File: src/logic/pipe_cfg.svh
// Pipeline widths
`ifndef PIPE_CFG_SVH
`define PIPE_CFG_SVH

// Width of a data word and of an instruction.
`define PIPE_DATA_W 32

// Number of general purpose registers.
`define PIPE_REG_COUNT 32

// Width of a register index field.
`define PIPE_REG_IDX_W 5

`endif

File: src/logic/pipePkg.sv
// Pipeline encodings
package pipePkg;

    // Primary opcodes in bits 31:26.
    typedef enum logic [5:0]
    {
        OP_SPECIAL = 6'h00,
        OP_ADDIU   = 6'h09,
        OP_SLTI    = 6'h0A,
        OP_ANDI    = 6'h0C,
        OP_ORI     = 6'h0D,
        OP_LUI     = 6'h0F,
        OP_LW      = 6'h23,
        OP_SW      = 6'h2B
    } opcodeE;

    // Function codes in bits 5:0 of SPECIAL instructions.
    typedef enum logic [5:0]
    {
        FN_SLL  = 6'h00,
        FN_SRL  = 6'h02,
        FN_ADDU = 6'h21,
        FN_SUBU = 6'h23,
        FN_AND  = 6'h24,
        FN_OR   = 6'h25,
        FN_XOR  = 6'h26,
        FN_SLT  = 6'h2A
    } functE;

    typedef enum logic [3:0]
    {
        ALU_ADD  = 4'd0,
        ALU_SUB  = 4'd1,
        ALU_AND  = 4'd2,
        ALU_OR   = 4'd3,
        ALU_XOR  = 4'd4,
        ALU_SLT  = 4'd5,  // Signed compare.
        ALU_SLL  = 4'd6,
        ALU_SRL  = 4'd7,
        ALU_LUI  = 4'd8,
        ALU_NONE = 4'd15  // Result is zero, used by bubbles and unknown encodings.
    } aluOpE;

endpackage

File: src/logic/instrDecode.sv
// Instruction decoder
`include "pipe_cfg.svh"

module instrDecode import pipePkg::*;
(
    input  logic [`PIPE_DATA_W-1:0]    instr,
    output logic [`PIPE_REG_IDX_W-1:0] rs,
    output logic [`PIPE_REG_IDX_W-1:0] rt,
    output logic [`PIPE_REG_IDX_W-1:0] rd,
    output logic                       memToReg,
    output logic                       memWrite,
    output logic                       regWrite,
    output logic                       regDstRd,
    output logic                       aluSrcImm,
    output logic                       aluSrcShamt,
    output logic                       usesRt,
    output aluOpE                      aluOp,
    output logic [`PIPE_DATA_W-1:0]    immExt,
    output logic [4:0]                 shamt
);

    logic [5:0]  opField;
    logic [5:0]  fnField;
    logic [15:0] imm16;
    logic        zeroExt;

    assign opField = instr[31:26];
    assign rs      = instr[25:21];
    assign rt      = instr[20:16];
    assign rd      = instr[15:11];
    assign shamt   = instr[10:6];
    assign fnField = instr[5:0];
    assign imm16   = instr[15:0];

    // Logical immediates are zero extended, everything else is sign extended.
    assign immExt = zeroExt ? {{(`PIPE_DATA_W-16){1'b0}}, imm16}
                            : {{(`PIPE_DATA_W-16){imm16[15]}}, imm16};

    always_comb
    begin
        aluOp       = ALU_NONE;
        memToReg    = 1'b0;
        memWrite    = 1'b0;
        regWrite    = 1'b0;
        regDstRd    = 1'b0;
        aluSrcImm   = 1'b0;
        aluSrcShamt = 1'b0;
        usesRt      = 1'b0;
        zeroExt     = 1'b0;
        case (opField)
            OP_SPECIAL:
            begin
                case (fnField)
                    FN_ADDU: aluOp = ALU_ADD;
                    FN_SUBU: aluOp = ALU_SUB;
                    FN_AND:  aluOp = ALU_AND;
                    FN_OR:   aluOp = ALU_OR;
                    FN_XOR:  aluOp = ALU_XOR;
                    FN_SLT:  aluOp = ALU_SLT;
                    FN_SLL:  aluOp = ALU_SLL;
                    FN_SRL:  aluOp = ALU_SRL;
                    default: aluOp = ALU_NONE;
                endcase
                aluSrcShamt = (aluOp == ALU_SLL) || (aluOp == ALU_SRL);
                regWrite    = (aluOp != ALU_NONE); // Unknown functions write nothing.
                regDstRd    = regWrite;
                usesRt      = regWrite;
            end
            OP_ADDIU: {aluOp, regWrite, aluSrcImm} = {ALU_ADD, 2'b11};
            OP_SLTI:  {aluOp, regWrite, aluSrcImm} = {ALU_SLT, 2'b11};
            OP_ANDI:  {aluOp, regWrite, aluSrcImm, zeroExt} = {ALU_AND, 3'b111};
            OP_ORI:   {aluOp, regWrite, aluSrcImm, zeroExt} = {ALU_OR, 3'b111};
            OP_LUI:   {aluOp, regWrite, aluSrcImm} = {ALU_LUI, 2'b11};
            OP_LW:    {aluOp, regWrite, aluSrcImm, memToReg} = {ALU_ADD, 3'b111};
            OP_SW:
            begin
                aluOp     = ALU_ADD;
                aluSrcImm = 1'b1;
                memWrite  = 1'b1;
                usesRt    = 1'b1; // The store data comes from rt.
            end
            default: aluOp = ALU_NONE;
        endcase
    end

endmodule

File: src/logic/regFile.sv
// Register file
`include "pipe_cfg.svh"

module regFile
(
    input  logic                       clk,
    input  logic                       reset,
    input  logic [`PIPE_REG_IDX_W-1:0] readReg1,
    input  logic [`PIPE_REG_IDX_W-1:0] readReg2,
    output logic [`PIPE_DATA_W-1:0]    readData1,
    output logic [`PIPE_DATA_W-1:0]    readData2,
    input  logic                       wbWrite,
    input  logic [`PIPE_REG_IDX_W-1:0] wbReg,
    input  logic [`PIPE_DATA_W-1:0]    wbData
);

    logic [`PIPE_DATA_W-1:0] regs [`PIPE_REG_COUNT];

    // Register zero reads as zero, and a same-cycle write is passed through.
    function automatic logic [`PIPE_DATA_W-1:0] readPort(
        input logic [`PIPE_REG_IDX_W-1:0] idx);
        if (idx == '0)
            return '0;
        if (wbWrite && (wbReg == idx))
            return wbData;
        return regs[idx];
    endfunction

    always_comb
    begin
        readData1 = readPort(readReg1);
        readData2 = readPort(readReg2);
    end

    always_ff @(posedge clk)
    begin
        if (reset)
        begin
            for (int i = 0; i < `PIPE_REG_COUNT; i++)
                regs[i] <= '0;
        end
        else if (wbWrite && (wbReg != '0))
            regs[wbReg] <= wbData;
    end

    // A writeback to register zero must leave its storage untouched.
    zeroRegHeld: assert property (@(posedge clk) disable iff (reset)
        regs[0] == '0);

endmodule

File: src/logic/hazardUnit.sv
// Load-use hazard detection
`include "pipe_cfg.svh"

module hazardUnit
(
    input  logic                       clk,
    input  logic                       reset,
    input  logic [`PIPE_REG_IDX_W-1:0] rs,
    input  logic [`PIPE_REG_IDX_W-1:0] rt,
    input  logic                       usesRt,
    input  logic                       memToRegE,
    input  logic [`PIPE_REG_IDX_W-1:0] rtE,
    output logic                       stall,
    output logic                       bubble
);

    logic rsMatch;
    logic rtMatch;

    assign rsMatch = (rtE == rs);
    assign rtMatch = usesRt && (rtE == rt);

    // A load in execute whose target is read in decode.
    assign stall  = memToRegE && (rtE != '0) && (rsMatch || rtMatch);
    assign bubble = stall; // The bubble retires the load's dependency in one cycle.

    // The bubble clears memToRegE, so a stall cannot repeat on the next cycle.
    singleCycleStall: assert property (@(posedge clk) disable iff (reset)
        stall |=> !stall);

endmodule

File: src/logic/idExRegister.sv
// ID/EX pipeline register
`include "pipe_cfg.svh"

module idExRegister import pipePkg::*;
(
    input  logic                       clk,
    input  logic                       reset,
    input  logic                       bubble,
    input  logic                       memToReg,
    input  logic                       memWrite,
    input  logic                       regWrite,
    input  logic                       regDstRd,
    input  logic                       aluSrcImm,
    input  logic                       aluSrcShamt,
    input  pipePkg::aluOpE             aluOp,
    input  logic [`PIPE_DATA_W-1:0]    readData1,
    input  logic [`PIPE_DATA_W-1:0]    readData2,
    input  logic [`PIPE_DATA_W-1:0]    immExt,
    input  logic [4:0]                 shamt,
    input  logic [`PIPE_REG_IDX_W-1:0] rs,
    input  logic [`PIPE_REG_IDX_W-1:0] rt,
    input  logic [`PIPE_REG_IDX_W-1:0] rd,
    output logic                       memToRegE,
    output logic                       memWriteE,
    output logic                       regWriteE,
    output logic                       regDstRdE,
    output logic                       aluSrcImmE,
    output logic                       aluSrcShamtE,
    output pipePkg::aluOpE             aluOpE,
    output logic [`PIPE_DATA_W-1:0]    readData1E,
    output logic [`PIPE_DATA_W-1:0]    readData2E,
    output logic [`PIPE_DATA_W-1:0]    immExtE,
    output logic [4:0]                 shamtE,
    output logic [`PIPE_REG_IDX_W-1:0] rsE,
    output logic [`PIPE_REG_IDX_W-1:0] rtE,
    output logic [`PIPE_REG_IDX_W-1:0] rdE
);

    // Control fields and register indices; a bubble turns them into a no-op.
    always_ff @(posedge clk)
    begin
        if (reset || bubble)
        begin
            {memToRegE, memWriteE, regWriteE} <= 3'b000;
            {regDstRdE, aluSrcImmE, aluSrcShamtE} <= 3'b000;
            aluOpE <= ALU_NONE;
            rsE    <= '0;
            rtE    <= '0;
            rdE    <= '0;
        end
        else
        begin
            {memToRegE, memWriteE, regWriteE} <= {memToReg, memWrite, regWrite};
            {regDstRdE, aluSrcImmE, aluSrcShamtE} <= {regDstRd, aluSrcImm, aluSrcShamt};
            aluOpE <= aluOp;
            rsE    <= rs;
            rtE    <= rt;
            rdE    <= rd;
        end
    end

    always_ff @(posedge clk)
    begin
        readData1E <= readData1; // Payload is ignored whenever aluOpE is NONE.
        readData2E <= readData2;
        immExtE    <= immExt;
        shamtE     <= shamt;
    end

    // A bubble is only ever inserted behind a load, and it leaves nothing to write.
    bubbleNoWrite: assert property (@(posedge clk) disable iff (reset)
        bubble |-> memToRegE ##1 (!regWriteE && !memWriteE && !memToRegE));

endmodule

File: src/logic/executeStage.sv
// Execute stage with ALU
`include "pipe_cfg.svh"

module executeStage import pipePkg::*;
(
    input  logic                       regDstRdE,
    input  logic                       aluSrcImmE,
    input  logic                       aluSrcShamtE,
    input  pipePkg::aluOpE             aluOpE,
    input  logic [`PIPE_DATA_W-1:0]    readData1E,
    input  logic [`PIPE_DATA_W-1:0]    readData2E,
    input  logic [`PIPE_DATA_W-1:0]    immExtE,
    input  logic [4:0]                 shamtE,
    input  logic [`PIPE_REG_IDX_W-1:0] rsE,
    input  logic [`PIPE_REG_IDX_W-1:0] rtE,
    input  logic [`PIPE_REG_IDX_W-1:0] rdE,
    input  logic                       wbWrite,
    input  logic [`PIPE_REG_IDX_W-1:0] wbReg,
    input  logic [`PIPE_DATA_W-1:0]    wbData,
    output logic [`PIPE_DATA_W-1:0]    aluResult,
    output logic [`PIPE_DATA_W-1:0]    storeData,
    output logic [`PIPE_REG_IDX_W-1:0] writeReg
);

    logic                    wbValid;
    logic [`PIPE_DATA_W-1:0] fwdA;
    logic [`PIPE_DATA_W-1:0] fwdB;
    logic [`PIPE_DATA_W-1:0] srcA;
    logic [`PIPE_DATA_W-1:0] srcB;

    assign wbValid = wbWrite && (wbReg != '0);

    assign fwdA = (wbValid && (wbReg == rsE)) ? wbData : readData1E;
    assign fwdB = (wbValid && (wbReg == rtE)) ? wbData : readData2E;

    assign storeData = fwdB;
    assign writeReg  = regDstRdE ? rdE : rtE;

    // Shifts take rt as the value and shamt as the distance.
    assign srcA = aluSrcShamtE ? fwdB : fwdA;

    always_comb
    begin
        if (aluSrcShamtE)
            srcB = {{(`PIPE_DATA_W-5){1'b0}}, shamtE};
        else if (aluSrcImmE)
            srcB = immExtE;
        else
            srcB = fwdB;
    end

    always_comb
    begin
        case (aluOpE)
            ALU_ADD: aluResult = srcA + srcB;
            ALU_SUB: aluResult = srcA - srcB;
            ALU_AND: aluResult = srcA & srcB;
            ALU_OR:  aluResult = srcA | srcB;
            ALU_XOR: aluResult = srcA ^ srcB;
            ALU_SLT: aluResult = {{(`PIPE_DATA_W-1){1'b0}}, $signed(srcA) < $signed(srcB)};
            ALU_SLL: aluResult = srcA << srcB[4:0];
            ALU_SRL: aluResult = srcA >> srcB[4:0];
            ALU_LUI: aluResult = {srcB[15:0], 16'h0000};
            default: aluResult = '0; // NONE and bubbles.
        endcase
    end

endmodule

File: src/logic/decodeExecute.sv
// Decode to execute pipeline slice
`include "pipe_cfg.svh"

module decodeExecute import pipePkg::*;
(
    input  logic                       clk,
    input  logic                       reset,
    input  logic [`PIPE_DATA_W-1:0]    instr,
    input  logic                       wbWrite,
    input  logic [`PIPE_REG_IDX_W-1:0] wbReg,
    input  logic [`PIPE_DATA_W-1:0]    wbData,
    output logic [`PIPE_DATA_W-1:0]    aluResult,
    output logic [`PIPE_DATA_W-1:0]    storeData,
    output logic [`PIPE_REG_IDX_W-1:0] writeReg,
    output logic                       regWrite,
    output logic                       memToReg,
    output logic                       memWrite,
    output logic                       stall
);

    logic [`PIPE_REG_IDX_W-1:0] rsD, rtD, rdD, rsE, rtE, rdE;
    logic                       memToRegD, memWriteD, regWriteD, regDstRdD;
    logic                       aluSrcImmD, aluSrcShamtD, usesRtD;
    logic                       regDstRdE, aluSrcImmE, aluSrcShamtE;
    aluOpE                      aluOpD, aluOpEx;
    logic [`PIPE_DATA_W-1:0]    immExtD, immExtE, readData1, readData2;
    logic [`PIPE_DATA_W-1:0]    readData1E, readData2E;
    logic [4:0]                 shamtD, shamtE;
    logic                       bubble;

    instrDecode i_decode (.instr, .rs(rsD), .rt(rtD), .rd(rdD), .memToReg(memToRegD),
        .memWrite(memWriteD), .regWrite(regWriteD), .regDstRd(regDstRdD),
        .aluSrcImm(aluSrcImmD), .aluSrcShamt(aluSrcShamtD), .usesRt(usesRtD),
        .aluOp(aluOpD), .immExt(immExtD), .shamt(shamtD));

    regFile i_regFile (.clk, .reset, .readReg1(rsD), .readReg2(rtD), .readData1,
        .readData2, .wbWrite, .wbReg, .wbData);

    hazardUnit i_hazard (.clk, .reset, .rs(rsD), .rt(rtD), .usesRt(usesRtD),
        .memToRegE(memToReg), .rtE, .stall, .bubble);

    idExRegister i_idEx (.clk, .reset, .bubble, .memToReg(memToRegD),
        .memWrite(memWriteD), .regWrite(regWriteD), .regDstRd(regDstRdD),
        .aluSrcImm(aluSrcImmD), .aluSrcShamt(aluSrcShamtD), .aluOp(aluOpD),
        .readData1, .readData2, .immExt(immExtD), .shamt(shamtD), .rs(rsD), .rt(rtD),
        .rd(rdD), .memToRegE(memToReg), .memWriteE(memWrite), .regWriteE(regWrite),
        .regDstRdE, .aluSrcImmE, .aluSrcShamtE, .aluOpE(aluOpEx), .readData1E,
        .readData2E, .immExtE, .shamtE, .rsE, .rtE, .rdE);

    executeStage i_execute (.regDstRdE, .aluSrcImmE, .aluSrcShamtE, .aluOpE(aluOpEx),
        .readData1E, .readData2E, .immExtE, .shamtE, .rsE, .rtE, .rdE, .wbWrite,
        .wbReg, .wbData, .aluResult, .storeData, .writeReg);

endmodule

File: config.mk
export PLATFORM = sky130hd
export DESIGN_NAME = decodeExecute
export DESIGN_NICKNAME = d
export VERILOG_FILES = /design/src/logic/pipePkg.sv /design/src/logic/instrDecode.sv /design/src/logic/regFile.sv /design/src/logic/hazardUnit.sv /design/src/logic/idExRegister.sv /design/src/logic/executeStage.sv /design/src/logic/decodeExecute.sv
export VERILOG_INCLUDE_DIRS = /design/src /design/src/logic
export SDC_FILE = /design/constraint.sdc
export NUM_CORES = 2
export LEC_CHECK = 0
export ABC_CLOCK_PERIOD_IN_PS = 11800
export BUFFER_PORTS_ARGS = -buffer_cell sky130_fd_sc_hd__buf_4
export CAP_MARGIN = 30
export CORE_MARGIN = 2
export CORE_UTILIZATION = 25
export DETAILED_ROUTE_END_ITERATION = 6
export HOLD_SLACK_MARGIN = 0.05
export PLACE_DENSITY = 0.4
export SLEW_MARGIN = 40
export SYNTH_ARGS = -nofsm -noshare
export SYNTH_HDL_FRONTEND = slang
export SYNTH_SLANG_ARGS = --single-unit
File: constraint.sdc
create_clock -name clk -period 11.8 [get_ports clk]
set_clock_uncertainty 0.15 [all_clocks]
set_input_delay 2.36 -clock clk [delete_from_list [all_inputs] [get_ports clk]]
set_output_delay 2.36 -clock clk [all_outputs]
set_load 0.1 [all_outputs]
==> impl_metrics.env <==
export IMPL_status="complete, no violations"
export IMPL_core_area_um2=268200
export IMPL_cp_start_kind="primary input"
export IMPL_wl_um=319200
export IMPL_ys_warn_count=0
export IMPL_grt_overflow=0
export IMPL_hold_ws_ns=0.6531
export IMPL_grt_total_usage=0.2292
export IMPL_vias=47942
export IMPL_reg2reg_slack_ns=8.52
export IMPL_synth_area_per_cell_um2=12.66
export IMPL_ant_nets=0
export IMPL_p_leak_nw=27.64
export IMPL_gp_congestion=0.9624
export IMPL_area_delta_synth_final_pct=15.91
export IMPL_synthCells=5323
export IMPL_synth_edf_count=1024
export IMPL_ys_ff_latch=1130
export IMPL_min_period_ns=11.03
export IMPL_max_cap_violations=0
export IMPL_setup_worst_path_end_class="output port"
export IMPL_ir_worst_vdd_v=0.0001338
export IMPL_cts_resized_gates=0
export IMPL_cts_sinks=1130
export IMPL_hold_buffers=0
export IMPL_maxSlewViolCount=0
export IMPL_path_cells="buf_4 -> or3_4 -> nor3_4 -> nor4_4 -> buf_4 -> mux2i_1 -> mux2_2 -> inv_1 -> ha_1 -> fa_1 -> a21o_1 -> a21oi_1 -> o21a_1 -> o41ai_1 -> buf_4 -> a21oi_1 -> nor4_1 -> o41ai_1 -> buf_4 -> o22ai_1 -> o21ai_0 -> nand4_1 -> buf_4"
export IMPL_power_mw=12.57
export IMPL_period_share=0.9347
export IMPL_ios=145
export IMPL_clockBufferDepth=3
export IMPL_setup_tns_final_ns=0
export IMPL_grt_pass1_wl_um=431200
export IMPL_ys_top_cells_by_area="edfxtp_1 46%, mux4_2 16%, and2_1 9.4%"
export IMPL_vias_per_cell=5.316
export IMPL_synth_main_ff_cell="edfxtp_1"
export IMPL_root_buffer="clkbuf_16"
export IMPL_synth_top_cell_area_share=0.4562
export IMPL_hold_path_class="reg2reg"
export IMPL_synthArstFlopShare=0
export IMPL_hpwl_um=209500
export IMPL_fp_row_count=190
export IMPL_crit_top_cell="buf_4"
export IMPL_clkSlewWorstSetupHoldPaths_ns=0.06
export IMPL_antenna_found_initial=35
export IMPL_worstSetupPathType="in2out"
export IMPL_dr_pass1_iters=6
export IMPL_synth_cell_types=82
export IMPL_start_util=0.2514
export IMPL_crit_arrival_ns=8.52
export IMPL_dieArea_um2=273800
export IMPL_cp_required_ns=9.29
export IMPL_rsz0062_at_grt="false"
export IMPL_drive_gt1_frac=0.2382
export IMPL_syn_cell_area_um2=67410
export IMPL_cts_buffers=145
export IMPL_yosysSeqAreaShare=0.4876
export IMPL_hold_viol=0
export IMPL_cts_tree="built"
export IMPL_grt_pass1_vias=48042
export IMPL_cp_max_fo=12
export IMPL_cp_slowest_cell="o21ai_0"
export IMPL_wire_per_inst_um=35.39
export IMPL_utilization=0.2914
export IMPL_setup_violations_final=0
export IMPL_die_width_um=523.3
export IMPL_grt_max_degree=84
export IMPL_drcViolationCount=0
export IMPL_p_per_area_nw_per_um2=160.9
export IMPL_numPortBuffers=144
export IMPL_num_nets_final=5509
export IMPL_ctsHtreeMaxLevel=4
export IMPL_worst_skew_pair_late_latency_ns=0.81
export IMPL_max_slew_margin=0.3245
export IMPL_yosysTopAreaCell="edfxtp_1"
export IMPL_worst_pin_slew_ns=1.007
export IMPL_cts_setup_buffers=0
export IMPL_die_h_um=523.3
export IMPL_drt_first_iter_violations=5193
export IMPL_max_clock_freq_ghz=0.09067
export IMPL_slowest_delay_ns=0.61
==> state kept, by name, indices dropped and copies added (netlist names) <==
register             cells
i_idEx.aluOpE            4
i_idEx.memToRegE         1
i_idEx.memWriteE         1
i_idEx.readData1E       32
i_idEx.rtE               5
i_idEx.regWriteE         1
i_regFile.regs        1024
i_idEx.regDstRdE         1
i_idEx.immExtE          13
i_idEx.readData2E       32
i_idEx.rdE               5
i_idEx.shamtE            4
i_idEx.rsE               5
i_idEx.aluSrcImmE        1
i_idEx.aluSrcShamtE      1
==> power breakdown <==
part           switching [mW]  leakage [nW]  internal, mW  total [mW]
combinational            2.29          14.7          1.01        3.30
sequential              0.126          10.6          4.61        4.73
clock                    1.93          2.31          2.61        4.54
total                    4.35          27.6          8.22        12.6
==> per-stage QoR <==
stage / cells / setup WS [ns] / area, µm²
floorplan: 5354 / 0.9034 / 67530
global placement: 8731 / 0.8656 / 73030
detailed placement: 8741 / 0.8914 / 73260
CTS: 9004 / 0.8547 / 78030
global route: 9009 / 0.6370 / 78110
finish: 9019 / 0.7704 / 78130
==> cell usage in the layout, fill, tap and decap left out, types with 31 or more instances in the layout <==
cell       instances
nand3_1           34
mux2_2           138
nand2b_1          34
o22ai_1           85
dfxtp_1          104
clkbuf_16        147
nor3_1            35
a211oi_1          70
o221ai_1          42
and2_1          1013
mux4_2           476
edfxtp_1        1024
a221oi_1          65
buf_4            326
nor2_4            31
inv_1            108
ha_1              97
o211ai_1          58
mux2i_1          334
clkinv_1          35
a21oi_1          169
nor2_1           193
o21ai_0          116
nand2_1          207
conb_1            32
==> final timing paths <==
| check | startpoint | to | depth (start not counted) |
|---|---|---|---|
| worst max register to register | i_idEx.rtE[2]$_SDFF_PP0_ | i_idEx.rtE[1]$_SDFF_PP0_ | 8 |
| worst min-delay path | i_idEx.memToRegE$_SDFF_PP0_ | i_idEx.regDstRdE$_SDFF_PP0_ | 4 |
| worst max-delay path | wbReg[3] | aluResult[26] | 23 |
| worst min register to register | i_idEx.memToRegE$_SDFF_PP0_ | i_idEx.regDstRdE$_SDFF_PP0_ | 4 |
==> layout make-up <==
type	count	area, µm²
Antenna cell	13	32.53
Clock buffer	181	3846
Clock inverter	82	927.1
Fill cell	27191	190000
Inverter	115	431.7
Multi-Input combinational cell	3593	32710
Sequential cell	1130	32870
Tap cell	3552	4444
Timing Repair Buffer	353	2867
==> kinds of logic (layout without fill, tap and decap cells) <==
family | count (synthesis) | after routing | share of synthesized area
AND/OR/NAND/NOR | 1678 | 1678 | 0.1392
flip-flops | 1130 | 1130 | 0.4876
multiplexers | 956 | 956 | 0.2331
AO/OA/AOI/OAI | 786 | 786 | 0.07955
buffers and inverters | 631 | 731 | 0.03636
adder cells (fa/ha/maj) | 99 | 99 | 0.01860
XOR/XNOR | 42 | 42 | 0.005457
other | 1 | 45 | 0.00005563
==> critical path: cells and delay by family <==
kind	cells	cell delay [ns]
mux	2	0.56
fa+ha+maj	2	0.76
buf+inv	6	1.21
compound gates	8	2.41
simple gates	5	1.18
==> metal layers <==
metal  part of all wire  up-vias  GRT usage
li1                   -    20174          -
met1               0.43    25323     0.3053
met2               0.47     1994     0.3750
met3              0.059      451    0.03152
met4              0.045        0    0.09177
met5                  0        -          0
==> synthesized netlist by cell type, drive strengths merged, types with 7 or more instances <==
library cell	count
edfxtp	1024
and2	1015
mux4	476
clkbuf	391
mux2i	341
nor2	226
nand2	210
a21oi	170
mux2	139
buf	125
o21ai	123
inv	111
dfxtp	106
ha	97
o22ai	85
a211oi	73
a221oi	72
o211ai	58
o221ai	42
nor3	39
nand3	35
nand2b	34
or2	34
a221o	28
xor2	24
a22oi	20
xnor2	18
a21o	15
nor2b	15
or3	15
nor4	14
o21bai	14
a31oi	13
nand4	10
nand3b	8
o31ai	8
or4	8
and3	7
o21a	7
Power figures use the tool's default switching activity.
